File: src/rtl/pcs_err_pkg.sv
package pcs_err_pkg;

        // what kind of block gets hit
        typedef enum logic [2:0]
        {
                MODE_OFF     = 3'd0,    // pass everything
                MODE_ALIGNER = 3'd1,    // aligner tagged blocks only
                MODE_CTRL    = 3'd2,    // sync header 10
                MODE_DATA    = 3'd3,    // sync header 01
                MODE_ALL     = 3'd4     // every block
        } inj_mode_e;

        // sync header codes
        localparam logic [1:0] SH_DATA = 2'b01;
        localparam logic [1:0] SH_CTRL = 2'b10;

        // 66 bit coded block, header on top
        typedef struct packed
        {
                logic [1:0]  sh;
                logic [63:0] payload;
        } coded_block_t;

        // one beat of the block stream
        typedef struct packed
        {
                logic         valid;
                logic         tag;      // aligner marker from upstream
                coded_block_t block;
        } block_beat_t;

        // active injection settings
        typedef struct packed
        {
                inj_mode_e   mode;
                logic [63:0] mask;      // ones get flipped
                logic [15:0] burst;     // hits per period
                logic [15:0] period;    // valid blocks per period
                logic [15:0] repeats;   // number of periods
        } err_cfg_t;

        // axi byte offsets
        localparam logic [7:0] REG_CTRL      = 8'h00;
        localparam logic [7:0] REG_MASK_LO   = 8'h04;
        localparam logic [7:0] REG_MASK_HI   = 8'h08;
        localparam logic [7:0] REG_BURST     = 8'h0C;
        localparam logic [7:0] REG_PERIOD    = 8'h10;
        localparam logic [7:0] REG_REPEAT    = 8'h14;
        localparam logic [7:0] REG_HIT_COUNT = 8'h18;

        localparam int CTRL_UPDATE_BIT = 31;    // self clearing, mode in 2:0

endpackage

File: src/rtl/block_classifier.sv
`timescale 1ns/1ps

module block_classifier
(
        input  pcs_err_pkg::block_beat_t        i_beat,
        input  pcs_err_pkg::err_cfg_t           i_cfg,
        output logic                            o_match,
        output pcs_err_pkg::coded_block_t       o_bad_block
);

logic sh_data;
logic sh_ctrl;

// header decode, 00 and 11 are invalid and match neither
assign sh_data = (i_beat.block.sh == pcs_err_pkg::SH_DATA);
assign sh_ctrl = (i_beat.block.sh == pcs_err_pkg::SH_CTRL);

// block type vs mode
always_comb
begin
        case (i_cfg.mode)
        pcs_err_pkg::MODE_ALIGNER : o_match = i_beat.tag;
        pcs_err_pkg::MODE_CTRL    : o_match = sh_ctrl;
        pcs_err_pkg::MODE_DATA    : o_match = sh_data;
        pcs_err_pkg::MODE_ALL     : o_match = 1'b1;
        default                   : o_match = 1'b0;     // off and unused codes
        endcase
end

// header untouched, masked payload bits flipped
assign o_bad_block.sh      = i_beat.block.sh;
assign o_bad_block.payload = i_beat.block.payload ^ i_cfg.mask;

endmodule

File: src/rtl/block_corruptor.sv
`timescale 1ns/1ps

module block_corruptor
(
        input  logic                            i_clock,
        input  logic                            i_reset,
        input  pcs_err_pkg::block_beat_t        i_beat,
        input  pcs_err_pkg::coded_block_t       i_bad_block,
        input  logic                            i_hit,
        input  logic                            i_update,
        output pcs_err_pkg::block_beat_t        o_beat,
        output logic [31:0]                     o_hit_count
);

logic                           valid_q;
logic                           tag_q;
pcs_err_pkg::coded_block_t      block_q;

// outgoing valid flag
always_ff @(posedge i_clock)
begin
        if (i_reset)
                valid_q <= 1'b0;
        else
                valid_q <= i_beat.valid;
end

// tag and block delayed by one cycle
always_ff @(posedge i_clock)
begin
        tag_q   <= i_beat.tag;
        block_q <= i_hit ? i_bad_block : i_beat.block;  // swap in corrupted block
end

assign o_beat.valid = valid_q;
assign o_beat.tag   = tag_q;
assign o_beat.block = block_q;

// corrupted block counter
always_ff @(posedge i_clock)
begin
        if (i_reset)
                o_hit_count <= '0;
        else if (i_update)
                o_hit_count <= '0;      // new run starts from zero
        else if (i_hit)
                o_hit_count <= o_hit_count + 32'd1;
end

endmodule

File: src/rtl/burst_scheduler.sv
`timescale 1ns/1ps

module burst_scheduler
#(
        parameter int MAX_ERR_BURST  = 1024,
        parameter int MAX_ERR_PERIOD = 1024,
        parameter int MAX_ERR_REPEAT = 16
)
(
        input  logic                    i_clock,
        input  logic                    i_reset,
        input  logic                    i_valid,
        input  logic                    i_match,
        input  logic                    i_update,
        input  pcs_err_pkg::err_cfg_t   i_cfg,
        output logic                    o_hit
);

// wide enough to hold the max value itself
localparam int NB_BURST_CNT  = $clog2(MAX_ERR_BURST + 1);
localparam int NB_PERIOD_CNT = $clog2(MAX_ERR_PERIOD + 1);
localparam int NB_REPEAT_CNT = $clog2(MAX_ERR_REPEAT + 1);

logic [NB_BURST_CNT-1:0]  burst_cnt;    // hits left this period
logic [NB_PERIOD_CNT-1:0] period_cnt;   // blocks left this period
logic [NB_REPEAT_CNT-1:0] repeat_cnt;   // periods left

logic burst_on;
logic active;
logic period_end;

assign burst_on   = (burst_cnt != '0);
assign active     = (period_cnt != '0) && (repeat_cnt != '0);
assign period_end = (period_cnt == NB_PERIOD_CNT'(1));     // last block of period

// the one and only corruption decision
assign o_hit = i_valid && i_match && burst_on && active && !i_update;

always_ff @(posedge i_clock)
begin
        if (i_reset)
        begin
                burst_cnt  <= '0;
                period_cnt <= '0;
                repeat_cnt <= '0;
        end
        else if (i_update)
        begin
                burst_cnt  <= NB_BURST_CNT'(i_cfg.burst);
                period_cnt <= NB_PERIOD_CNT'(i_cfg.period);
                // zero period kills the whole run
                repeat_cnt <= (i_cfg.period == '0) ? '0 : NB_REPEAT_CNT'(i_cfg.repeats);
        end
        else if (i_valid && active)
        begin
                if (period_end)
                begin
                        repeat_cnt <= repeat_cnt - 1'b1;
                        if (repeat_cnt > NB_REPEAT_CNT'(1))
                        begin
                                // next period starts right away
                                burst_cnt  <= NB_BURST_CNT'(i_cfg.burst);
                                period_cnt <= NB_PERIOD_CNT'(i_cfg.period);
                        end
                        else
                        begin
                                burst_cnt  <= '0;       // run finished
                                period_cnt <= '0;
                        end
                end
                else
                begin
                        period_cnt <= period_cnt - 1'b1;        // every valid block
                        if (o_hit)
                                burst_cnt <= burst_cnt - 1'b1;  // matching ones only
                end
        end
end

endmodule

File: src/rtl/err_csr.sv
`timescale 1ns/1ps

module err_csr
#(
        parameter int MAX_ERR_BURST  = 1024,
        parameter int MAX_ERR_PERIOD = 1024,
        parameter int MAX_ERR_REPEAT = 16
)
(
        input  logic                    i_clock,
        input  logic                    i_reset,
        // write address / data / response
        input  logic [7:0]              i_awaddr,
        input  logic                    i_awvalid,
        output logic                    o_awready,
        input  logic [31:0]             i_wdata,
        input  logic [3:0]              i_wstrb,
        input  logic                    i_wvalid,
        output logic                    o_wready,
        output logic [1:0]              o_bresp,
        output logic                    o_bvalid,
        input  logic                    i_bready,
        // read address / data
        input  logic [7:0]              i_araddr,
        input  logic                    i_arvalid,
        output logic                    o_arready,
        output logic [31:0]             o_rdata,
        output logic [1:0]              o_rresp,
        output logic                    o_rvalid,
        input  logic                    i_rready,
        // datapath side
        input  logic [31:0]             i_hit_count,
        output pcs_err_pkg::err_cfg_t   o_cfg,
        output logic                    o_update
);

localparam logic [1:0] RESP_OKAY = 2'b00;

// staged copies, what software sees
pcs_err_pkg::inj_mode_e stg_mode;
logic [31:0]            stg_mask_lo;
logic [31:0]            stg_mask_hi;
logic [31:0]            stg_burst;
logic [31:0]            stg_period;
logic [31:0]            stg_repeat;

logic                   wr_en;
logic                   rd_en;
logic                   do_update;
pcs_err_pkg::inj_mode_e next_mode;

// byte lane merge
function automatic logic [31:0] merge_strb(input logic [31:0] old_val,
                                           input logic [31:0] new_val,
                                           input logic [3:0]  strb);
        logic [31:0] res;
        res = old_val;
        for (int b = 0; b < 4; b++)
        begin
                if (strb[b])
                        res[8*b +: 8] = new_val[8*b +: 8];
        end
        return res;
endfunction

// saturate staged value to the hw limit
function automatic logic [15:0] clamp16(input logic [31:0] value, input int unsigned limit);
        logic [31:0] lim;
        lim = limit;
        if (value > lim)
                return lim[15:0];
        return value[15:0];
endfunction

assign wr_en     = o_awready && i_awvalid && i_wvalid;     // accept cycle
assign rd_en     = o_arready && i_arvalid;
assign do_update = wr_en && (i_awaddr == pcs_err_pkg::REG_CTRL) && i_wstrb[3]
                   && i_wdata[pcs_err_pkg::CTRL_UPDATE_BIT];
// mode written in the same beat wins
assign next_mode = i_wstrb[0] ? pcs_err_pkg::inj_mode_e'(i_wdata[2:0]) : stg_mode;

assign o_wready = o_awready;    // aw and w always taken together
assign o_bresp  = RESP_OKAY;
assign o_rresp  = RESP_OKAY;

// write side
always_ff @(posedge i_clock)
begin
        if (i_reset)
        begin
                o_awready   <= 1'b0;
                o_bvalid    <= 1'b0;
                o_update    <= 1'b0;
                o_cfg       <= '0;              // MODE_OFF
                stg_mode    <= pcs_err_pkg::MODE_OFF;
                stg_mask_lo <= '0;
                stg_mask_hi <= '0;
                stg_burst   <= '0;
                stg_period  <= '0;
                stg_repeat  <= '0;
        end
        else
        begin
                o_awready <= i_awvalid && i_wvalid && !o_awready && !o_bvalid;
                o_update  <= do_update;         // one cycle pulse
                if (wr_en)
                begin
                        o_bvalid <= 1'b1;
                        case (i_awaddr)
                        pcs_err_pkg::REG_CTRL    : stg_mode    <= next_mode;
                        pcs_err_pkg::REG_MASK_LO : stg_mask_lo <= merge_strb(stg_mask_lo, i_wdata, i_wstrb);
                        pcs_err_pkg::REG_MASK_HI : stg_mask_hi <= merge_strb(stg_mask_hi, i_wdata, i_wstrb);
                        pcs_err_pkg::REG_BURST   : stg_burst   <= merge_strb(stg_burst, i_wdata, i_wstrb);
                        pcs_err_pkg::REG_PERIOD  : stg_period  <= merge_strb(stg_period, i_wdata, i_wstrb);
                        pcs_err_pkg::REG_REPEAT  : stg_repeat  <= merge_strb(stg_repeat, i_wdata, i_wstrb);
                        default                  : ;   // hit count is read only
                        endcase
                end
                else if (i_bready)
                        o_bvalid <= 1'b0;
                if (do_update)
                begin
                        // cfg is live during the update pulse
                        o_cfg.mode    <= next_mode;
                        o_cfg.mask    <= {stg_mask_hi, stg_mask_lo};
                        o_cfg.burst   <= clamp16(stg_burst, MAX_ERR_BURST);
                        o_cfg.period  <= clamp16(stg_period, MAX_ERR_PERIOD);
                        o_cfg.repeats <= clamp16(stg_repeat, MAX_ERR_REPEAT);
                end
        end
end

// read side
always_ff @(posedge i_clock)
begin
        if (i_reset)
        begin
                o_arready <= 1'b0;
                o_rvalid  <= 1'b0;
                o_rdata   <= '0;
        end
        else
        begin
                o_arready <= i_arvalid && !o_arready && !o_rvalid;
                if (rd_en)
                begin
                        o_rvalid <= 1'b1;
                        case (i_araddr)
                        pcs_err_pkg::REG_CTRL      : o_rdata <= {29'd0, stg_mode};
                        pcs_err_pkg::REG_MASK_LO   : o_rdata <= stg_mask_lo;
                        pcs_err_pkg::REG_MASK_HI   : o_rdata <= stg_mask_hi;
                        pcs_err_pkg::REG_BURST     : o_rdata <= stg_burst;
                        pcs_err_pkg::REG_PERIOD    : o_rdata <= stg_period;
                        pcs_err_pkg::REG_REPEAT    : o_rdata <= stg_repeat;
                        pcs_err_pkg::REG_HIT_COUNT : o_rdata <= i_hit_count;   // live value
                        default                    : o_rdata <= '0;
                        endcase
                end
                else if (i_rready)
                        o_rvalid <= 1'b0;
        end
end

endmodule

File: src/rtl/pcs_err_inject.sv
`timescale 1ns/1ps

module pcs_err_inject
#(
        parameter int MAX_ERR_BURST  = 1024,
        parameter int MAX_ERR_PERIOD = 1024,
        parameter int MAX_ERR_REPEAT = 16
)
(
        input  logic                            i_clock,
        input  logic                            i_reset,
        // axi4-lite config port
        input  logic [7:0]                      i_awaddr,
        input  logic                            i_awvalid,
        output logic                            o_awready,
        input  logic [31:0]                     i_wdata,
        input  logic [3:0]                      i_wstrb,
        input  logic                            i_wvalid,
        output logic                            o_wready,
        output logic [1:0]                      o_bresp,
        output logic                            o_bvalid,
        input  logic                            i_bready,
        input  logic [7:0]                      i_araddr,
        input  logic                            i_arvalid,
        output logic                            o_arready,
        output logic [31:0]                     o_rdata,
        output logic [1:0]                      o_rresp,
        output logic                            o_rvalid,
        input  logic                            i_rready,
        // block stream
        input  pcs_err_pkg::block_beat_t        i_beat,
        output pcs_err_pkg::block_beat_t        o_beat
);

pcs_err_pkg::err_cfg_t          cfg;
logic                           update;
logic [31:0]                    hit_count;
logic                           match;
pcs_err_pkg::coded_block_t      bad_block;
logic                           hit;

err_csr
#(
        .MAX_ERR_BURST  (MAX_ERR_BURST),
        .MAX_ERR_PERIOD (MAX_ERR_PERIOD),
        .MAX_ERR_REPEAT (MAX_ERR_REPEAT)
)
u_err_csr
(
        .i_clock        (i_clock),
        .i_reset        (i_reset),
        .i_awaddr       (i_awaddr),
        .i_awvalid      (i_awvalid),
        .o_awready      (o_awready),
        .i_wdata        (i_wdata),
        .i_wstrb        (i_wstrb),
        .i_wvalid       (i_wvalid),
        .o_wready       (o_wready),
        .o_bresp        (o_bresp),
        .o_bvalid       (o_bvalid),
        .i_bready       (i_bready),
        .i_araddr       (i_araddr),
        .i_arvalid      (i_arvalid),
        .o_arready      (o_arready),
        .o_rdata        (o_rdata),
        .o_rresp        (o_rresp),
        .o_rvalid       (o_rvalid),
        .i_rready       (i_rready),
        .i_hit_count    (hit_count),
        .o_cfg          (cfg),
        .o_update       (update)
);

// type match and flipped payload, no clock
block_classifier u_block_classifier
(
        .i_beat         (i_beat),
        .i_cfg          (cfg),
        .o_match        (match),
        .o_bad_block    (bad_block)
);

burst_scheduler
#(
        .MAX_ERR_BURST  (MAX_ERR_BURST),
        .MAX_ERR_PERIOD (MAX_ERR_PERIOD),
        .MAX_ERR_REPEAT (MAX_ERR_REPEAT)
)
u_burst_scheduler
(
        .i_clock        (i_clock),
        .i_reset        (i_reset),
        .i_valid        (i_beat.valid),
        .i_match        (match),
        .i_update       (update),
        .i_cfg          (cfg),
        .o_hit          (hit)
);

block_corruptor u_block_corruptor
(
        .i_clock        (i_clock),
        .i_reset        (i_reset),
        .i_beat         (i_beat),
        .i_bad_block    (bad_block),
        .i_hit          (hit),
        .i_update       (update),
        .o_beat         (o_beat),
        .o_hit_count    (hit_count)
);

endmodule

File: config.mk
export PLATFORM = sky130hd
export DESIGN_NAME = pcs_err_inject
export DESIGN_NICKNAME = d
export VERILOG_FILES = /design/src/rtl/pcs_err_pkg.sv /design/src/rtl/block_classifier.sv /design/src/rtl/block_corruptor.sv /design/src/rtl/burst_scheduler.sv /design/src/rtl/err_csr.sv /design/src/rtl/pcs_err_inject.sv
export SDC_FILE = /design/constraint.sdc
export NUM_CORES = 1
export LEC_CHECK = 0
export ABC_AREA = 1
export BUFFER_PORTS_ARGS = -buffer_cell sky130_fd_sc_hd__buf_4
export CELL_PAD_IN_SITES_DETAIL_PLACEMENT = 0
export CELL_PAD_IN_SITES_GLOBAL_PLACEMENT = 1
export CORE_AREA = 2 2 222 224
export CTS_CLUSTER_DIAMETER = 150
export DETAILED_ROUTE_END_ITERATION = 10
export DIE_AREA = 0 0 224 226
export GPL_ROUTABILITY_DRIVEN = 0
export PLACE_DENSITY = 0.76
export SYNTH_ARGS = -nofsm -noshare
export SYNTH_HDL_FRONTEND = slang
export SYNTH_SLANG_ARGS = --single-unit
File: constraint.sdc
create_clock -name i_clock -period 5.2 [get_ports i_clock]
set_input_delay 1.3 -clock i_clock [delete_from_list [all_inputs] [get_ports i_clock]]
set_output_delay 1.3 -clock i_clock [all_outputs]
set_load 0.01 [all_outputs]
======== Word level (Yosys, flattened, before mapping) ========
Index checks and enable logic that the tools add are counted.
word-level totals
  bits in registers ....................... 426
  latch bits .............................. 0
  RAM bits ................................ 0
  bits in read-only memories .............. 0
  bits of input ports ..................... 127
  output and inout bits ................... 109
  word-level logic and storage cells ...... 160
  memories ................................ 0
cells by class
  add/sub/neg operators ................... 4
  multiply operators ...................... 0
  divide/modulo/power cells ............... 0
  $lt $le $gt $ge ......................... 4
  equality and inequality tests ........... 18
  shift operators ......................... 0
  mux-type cells .......................... 36
  bitwise operators ....................... 1
  reduce and logical (&&, ||, !) cells .... 57
operators with widths
  operator                                               number
  case mux 32 bit (7 select lines)                       1
  2-to-1 mux 11 bit                                      11
  > comparator 32 x 11 -> 1 bit (second input constant)  2
  2-to-1 mux 64 bit                                      1
  XOR 64 bit                                             1
  AND reduction 3 bit                                    20
  == test 8 x 5 -> 1 bit (second input constant)         5
  adder 32 x 1 -> 32 bit (second input constant)         1
  == test 8 x 4 -> 1 bit (second input constant)         4
  > comparator 32 x 5 -> 1 bit (second input constant)   1
  2-to-1 mux 16 bit                                      2
  2-to-1 mux 5 bit                                       6
  nonzero test 11 bit                                    2
  subtractor 11 x 1 -> 11 bit (second input constant)    2
  logical AND 1 bit                                      17
  == test 8 x 3 -> 1 bit (second input constant)         2
  logical NOT 16 bit                                     1
  logical NOT 8 bit                                      2
  2-to-1 mux 1 bit                                       13
  == test 11 x 1 -> 1 bit (second input constant)        1
  nonzero test 2 bit                                     4
  == test 3 x 2 -> 1 bit (second input constant)         2
  AND reduction 2 bit                                    3
  > comparator 5 x 1 -> 1 bit (second input constant)    1
  other kinds (11)                                       15

======== Logic depth before layout (Yosys ltp) ========
Gate-level depths: netlist (run 1).
  depth after elaboration ................. 10
  depth in mapped cells ................... 12
  depth with buffers taken out ............ 12

======== Cells and area by module ========
From an unflattened synthesis (run 1), not the netlist that was laid out.
unflattened totals
  cells, all modules ...................... 2882
  area, all modules ....................... 19854.0 um^2
modules (own cells, without submodules)
  module            instances  cells each  area an instance (um^2)  seq. area each (um^2)
  err_csr           1          1896        13136.3                  6306.0
  block_corruptor   1          552         3932.5                   2001.9
  burst_scheduler   1          355         2157.1                   540.5
  block_classifier  1          79          628.1                    0.0

======== Worst setup path after synthesis (run 1) ========
OpenSTA, ideal clock, no wires.
  kind .................................... input to register
  from .................................... in i_awaddr[7]
  to ...................................... reg u_err_csr.o_cfg[70] (netlist bit)
  library setup time ...................... 0.119 ns
  arrival ................................. 2.372 ns
  required time ........................... 5.081 ns
  setup slack ............................. 2.709 ns
  stages .................................. 8
  path buffers ............................ 2
  cell sequence ........................... nor2_1 nand2_1 nor3_4 nand3_2 inv_2 buf_4 buf_4 a21oi_1
on the way
  longest elaborated chain between the ends .. 4
RTL lines
  item                            line                  source
  from (decl)                     pcs_err_inject.sv:13  input logic [7:0] i_awaddr,
  logical NOT 8 bit               err_csr.sv:77         assign do_update = wr_en && (i_awaddr == pcs_err_pkg::REG_CTRL) && i_wstrb[3]
  logical AND 1 bit (2 in a row)  err_csr.sv:77
  logical AND 1 bit               err_csr.sv:78         && i_wdata[pcs_err_pkg::CTRL_UPDATE_BIT];
  to (decl)                       err_csr.sv:33         output pcs_err_pkg::err_cfg_t o_cfg,
Every way passes these cells.
A chain may end at the register's enable or synchronous reset.

======== Worst setup path in the final report (run 1) ========
  from .................................... in i_araddr[1]
  to ...................................... reg u_err_csr.o_rdata[12]
on the way
  longest elaborated chain between the ends .. 2
  elaborated cells on any way between the ends .. 8
  those cells by class .................... eq/ne (6); mux (1); reduce/logical (1)
RTL lines
  item                                            line                  source
  from (decl)                                     pcs_err_inject.sv:23  input logic [7:0] i_araddr,
  == test 8 x 5 -> 1 bit (tied with other cells)  err_csr.sv:148        case (i_araddr)
  case mux 32 bit (7 select lines) (*)            err_csr.sv:148
  to (signal assigned)                            err_csr.sv:149        pcs_err_pkg::REG_CTRL : o_rdata <= {29'd0, stg_mode};
  to (signal assigned)                            err_csr.sv:150        pcs_err_pkg::REG_MASK_LO : o_rdata <= stg_mask_lo;
  to (signal assigned)                            err_csr.sv:151        pcs_err_pkg::REG_MASK_HI : o_rdata <= stg_mask_hi;
  to (decl)                                       err_csr.sv:27         output logic [31:0] o_rdata,
Mark *: on every way between the ends. The rest lies on a longest branch, timed or not.

==> results of run 1 <==
## cells by family after synthesis
kind of cell	share of synthesized area
XOR/XNOR	0.0481
flip-flops	0.446
adder cells (fa/ha/maj)	0.00393
other	0.000196
AO/OA/AOI/OAI	0.170
AND/OR/NAND/NOR	0.245
multiplexers	0.00105
buffers and inverters	0.0858
## synthesized netlist by cell type, drive strengths merged, types with 3 or more instances
master	number	area share
a21oi	256	0.067
a31oi	3	0.00098
buf	80	0.025
clkbuf	70	0.014
clkinv	3	0.00059
dfxtp	426	0.45
ha	6	0.0039
inv	238	0.047
nand2	509	0.10
nand3	228	0.061
nand3b	3	0.0012
nand4	15	0.0056
nor2	337	0.068
nor3	21	0.0063
o211ai	3	0.0012
o21ai	381	0.10
or2	3	0.00098
xnor2	79	0.036
xor2	26	0.012
## final cells by class
class,instances,share of cell area
multi-input combinational,1880,0.395
clock buffer,73,0.0655
clock inverter,11,0.00656
timing repair buffer,247,0.0823
tap,622,0.0343
sequential,426,0.376
inverter,241,0.0401
## metal layers
metal,share of wire,vias to the layer above
met3,0.082,85
met4,0.021,2
met2,0.42,677
met1,0.48,8486
li1,-,9048
met5,0.00020,-
## registers in the layout, indices dropped and copies added (netlist names)
signal / count
u_err_csr.o_cfg: 99
u_block_corruptor.o_beat: 66
u_block_corruptor.o_hit_count: 32
u_err_csr.o_rdata: 32
u_err_csr.stg_burst: 32
u_err_csr.stg_mask_hi: 32
u_err_csr.stg_mask_lo: 32
u_err_csr.stg_period: 32
u_err_csr.stg_repeat: 32
u_burst_scheduler.burst_cnt: 11
u_burst_scheduler.period_cnt: 11
u_burst_scheduler.repeat_cnt: 5
u_err_csr.stg_mode: 3
u_block_corruptor.tag_q: 1
u_block_corruptor.valid_q: 1
u_err_csr.o_arready: 1
u_err_csr.o_awready: 1
u_err_csr.o_bvalid: 1
u_err_csr.o_rvalid: 1
u_err_csr.o_update: 1
## power groups by stage
| stage | registers (mW) | clock network (mW) | logic, mW |
|---|---|---|---|
| finish | 3.30 | 3.52 | 0.348 |
| global route | 3.30 | 3.69 | 0.377 |
| CTS | 3.30 | 3.57 | 0.347 |
| detailed placement | 3.37 | 0 | 0.346 |
| global placement | 3.37 | 0 | 0.343 |
| floorplan | 3.39 | 0 | 0.131 |
## path summary, 6_finish.rpt
kind,start,endpoint,slack [ns]
max reg2reg,u_err_csr.o_update,u_block_corruptor.o_beat[8],2.05
max,i_araddr[1],u_err_csr.o_rdata[12],1.73
min,u_err_csr.o_cfg[29],u_err_csr.o_cfg[29],0.44
min reg2reg,u_err_csr.o_cfg[29],u_err_csr.o_cfg[29],0.44
## worst max-delay path: cells and delay by family
kind	cells	cell delay (ns)
and+or+nand+nor	6	1.38
AOI/OAI and AO/OA	2	0.68
buffers and inverters	3	0.59
==> impl_metrics.env, run 1 <==
export IMPL_status="completed"
export IMPL_slew_headroom=0.0751
export IMPL_cts_tree="done"
export IMPL_leakagePower_nw=9.51
export IMPL_ir_drop_mv=0.217
export IMPL_grt_util_met1=0.372
export IMPL_post_cts_setup_buffer_count=0
export IMPL_drtAntennaViolNets=0
export IMPL_dp_slack_ns=1.21
export IMPL_synthCells=2694
export IMPL_fin_nets=2977
export IMPL_slew_viol_final=0
export IMPL_antenna_found_initial=2
export IMPL_critical_path_endpoint_type="flip-flop"
export IMPL_num_rows=81
export IMPL_grt_usage=0.250
export IMPL_drcViolationCount=0
export IMPL_placedCellCount=3416
export IMPL_yosysUniqueCellTypes=38
export IMPL_crit_slowest_cell="nand2_1"
export IMPL_min_path_type="reg -> reg"
export IMPL_area_delta_synth_final_pct=18.7
export IMPL_final_layout_size_suffix_gt1_frac=0.126
export IMPL_worstSetupPathType="in -> reg"
export IMPL_yosysWarnings=0
export IMPL_n_antenna_cell=0
export IMPL_grt_met2_usage=0.364
export IMPL_drtPass1Iterations=5
export IMPL_wl_per_cell_um=18.5
export IMPL_start_util=0.396
export IMPL_dpl_cell_area_sq_um=21100
export IMPL_insertion_delay_ns=0.59
export IMPL_path_cells="buf_4, nor2_1, nand2_1, nor2_2, buf_4, nand2_1, o21ai_0, inv_1, nand2_1, nand2_1, a21oi_1"
export IMPL_grt_pass1_wl_um=98400
export IMPL_ys_async_sr_fraction=0
export IMPL_grt_max_degree=138
export IMPL_avgSynthCellArea_sq_um=7.10
export IMPL_max_freq_mhz=288
export IMPL_cp_required_ns=5.71
export IMPL_seqCellArea_sq_um=8530
export IMPL_finalSetupTns_ns=0
export IMPL_power_density_nw_per_um2=316
export IMPL_io_pins=236
export IMPL_ctsResizeCount=0
export IMPL_overflow=0
export IMPL_p_sw_mw=1.62
export IMPL_pwr_share_seq=0.461
export IMPL_multi_input_area_sq_um=8970
export IMPL_fin_area_sq_um=22700
export IMPL_p_int_mw=5.55
export IMPL_utilization=0.469
export IMPL_hold_slack_ns=0.442
export IMPL_n_fill_cell=4900
export IMPL_synthFlopType="dfxtp_1"
export IMPL_chipWidth_um=224
export IMPL_r2r_cells=4
export IMPL_cts_hold_buffers=0
export IMPL_die_h_um=226
export IMPL_core_area_sq_um=48300
export IMPL_grt_pass1_vias=16700
export IMPL_setup_ws_ns=1.73
export IMPL_drv_cap=0
export IMPL_max_stage_delay_ns=0.89
export IMPL_htree_levels=2
export IMPL_min_path_cells=2
export IMPL_swShare=0.226
export IMPL_hpwl_um=46500
export IMPL_root_buffer="clkbuf_16"
export IMPL_report_power_total_mw=7.17
export IMPL_routed_wl_um=64600
export IMPL_clock_sinks=426
export IMPL_grt_setup_unrepaired="no"
export IMPL_crit_top_cell="nand2_1"
export IMPL_grt_use_met3=0.0506
export IMPL_crit_arrival_ns=3.98
export IMPL_worst_pin_slew_ns=1.38
export IMPL_final_cell_mix="nand2_1, dfxtp_1, o21ai_0"
export IMPL_die_area_sq_um=50600
export IMPL_post_route_period_util=0.668
export IMPL_hold_viol=0
export IMPL_startpoint_type="input pin"
export IMPL_syn_area_sq_um=19100
export IMPL_setup_viol=0
export IMPL_ys_seq_elements=426
export IMPL_final_cells=3500
export IMPL_final_common_cell="nand2_1"
export IMPL_cts_reportedPaths_clkPinSlew_ns=0.06
export IMPL_yosysSeqAreaShare=0.446
export IMPL_power_frac_clock=0.491
export IMPL_clock_path_buffers=3
export IMPL_pwr_share_comb=0.049
export IMPL_vias=18300
export IMPL_crit_fanout=34
export IMPL_clock_skew_ns=0.0172
export IMPL_portBuffers=231
export IMPL_grt_busiest_layer="met1"
export IMPL_fin_crit_ns=3.47
export IMPL_numCtsBuffers=48
export IMPL_synth_edf_count=0
export IMPL_drt_iter0_drc=1588
export IMPL_viasPerCell=5.23
Note: power is estimated with default switching activity, not from simulation.
==> run 2, diff against run 1 <==
clock period = 3.4 ns   (was 5.2 ns; I/O delays follow)
==> impl_metrics.env, run 2 (same netlist as run 1, synthesis figures left out) <==
export IMPL_routed_wl_um=63500
export IMPL_report_power_total_mw=11.2
export IMPL_drtPass1Iterations=6
export IMPL_final_layout_size_suffix_gt1_frac=0.132
export IMPL_utilization=0.476
export IMPL_worstSetupPathType="in -> reg"
export IMPL_final_common_cell="nand2_1"
export IMPL_numCtsBuffers=47
export IMPL_root_buffer="clkbuf_16"
export IMPL_core_area_sq_um=48300
export IMPL_fin_crit_ns=2.50
export IMPL_cp_required_ns=3.91
export IMPL_chipWidth_um=224
export IMPL_leakagePower_nw=9.66
export IMPL_hpwl_um=46000
export IMPL_htree_levels=2
export IMPL_setup_ws_ns=0.896
export IMPL_portBuffers=231
export IMPL_worst_pin_slew_ns=0.998
export IMPL_drcViolationCount=0
export IMPL_dp_slack_ns=0.387
export IMPL_n_fill_cell=4828
export IMPL_viasPerCell=5.14
export IMPL_slew_headroom=0.328
export IMPL_final_cell_mix="nand2_1, dfxtp_1, o21ai_0"
export IMPL_drt_iter0_drc=1616
export IMPL_post_cts_setup_buffer_count=0
export IMPL_post_route_period_util=0.736
export IMPL_grt_setup_unrepaired="no"
export IMPL_antenna_found_initial=2
export IMPL_grt_max_degree=88
export IMPL_cts_tree="done"
export IMPL_finalSetupTns_ns=0
export IMPL_clock_path_buffers=3
export IMPL_power_density_nw_per_um2=488
export IMPL_grt_pass1_vias=16800
export IMPL_drtAntennaViolNets=0
export IMPL_clock_sinks=426
export IMPL_ir_drop_mv=0.333
export IMPL_critical_path_endpoint_type="flip-flop"
export IMPL_io_pins=236
export IMPL_die_area_sq_um=50600
export IMPL_setup_viol=0
export IMPL_startpoint_type="input pin"
export IMPL_overflow=0
export IMPL_min_path_type="in -> reg"
export IMPL_status="completed"
export IMPL_grt_usage=0.247
export IMPL_clock_skew_ns=0.0201
export IMPL_grt_pass1_wl_um=97000
export IMPL_wl_per_cell_um=18.0
export IMPL_die_h_um=226
export IMPL_start_util=0.396
export IMPL_num_rows=81
export IMPL_slew_viol_final=0
export IMPL_largest_reg_flops=99
export IMPL_rrSetupSlack_ns=0.92
export IMPL_cts_hold_buffers=0
export IMPL_vias=18100
export IMPL_crit_fanout=18
export IMPL_hold_viol=0
export IMPL_max_freq_mhz=399
export IMPL_largest_register="u_err_csr.o_cfg"
export IMPL_cts_reportedPaths_clkPinSlew_ns=0.06
export IMPL_fin_nets=2996
export IMPL_crit_arrival_ns=3.02
export IMPL_area_delta_synth_final_pct=20.2
export IMPL_drv_cap=0
export IMPL_ctsResizeCount=0
export IMPL_insertion_delay_ns=0.59
run 2: worst paths after layout:
| path | startpoint | to | cells past startpoint |
|---|---|---|---|
| worst max-delay path | i_araddr[5] | u_err_csr.o_rdata[19] | 11 |
| worst min-delay path | i_beat[64] | u_block_corruptor.o_beat[64] | 1 |
| worst max register to register | u_err_csr.o_update | u_block_corruptor.o_beat[7] | 4 |
| worst min register to register | u_err_csr.o_arready | u_err_csr.o_arready | 1 |
run 2: layout make-up:
cell class | instances | area, sq um | share of cell area
antenna | 1 | 2.50 | 0.000109
clock buffer | 69 | 1390 | 0.0605
clock inverter | 19 | 319 | 0.0139
inverter | 241 | 910 | 0.0396
multi-input combinational | 1880 | 8970 | 0.390
sequential | 426 | 8530 | 0.371
tap | 622 | 778 | 0.0338
timing repair buffer | 267 | 2090 | 0.0910
run 2: layer usage:
metal	wire length, um	share of wire	vias up	global-route usage
met3	4490	0.071	85	0.0484
met5	13	0.00020	-	0
met1	30600	0.48	8362	0.361
met2	26800	0.42	574	0.366
met4	1530	0.024	2	0.0688
li1	-	-	9083	-
run 2: power breakdown:
group / total, mW / switching, mW / leakage (nW) / internal [mW]
clock: 5.63 / 2.18 / 0.835 / 3.45
combinational: 0.542 / 0.311 / 5.37 / 0.231
sequential: 5.05 / 0.0142 / 3.46 / 5.04
run 2: worst max-delay path: stages:
cell and delay (ns):
buf_4 0.11, nor2_1 0.14, nand3_1 0.28, clkinv_1 0.34, nand2_1 0.14, buf_4 0.23, o21ai_0 0.50, inv_1 0.14
nand2_1 0.10, nand2_1 0.06, a21oi_1 0.12
run 2: through the flow:
stage / hold slack (ns) / cells / area [sq um]
6_report: 0.375 / 3525 / 23000
5_1_grt: 0.358 / 3525 / 23000
4_1_cts: 0.347 / 3524 / 23000
3_5_place_dp: 0.433 / 3436 / 21300
3_3_place_gp: 0.431 / 3436 / 21300
2_1_floorplan: 0.423 / 2697 / 19100
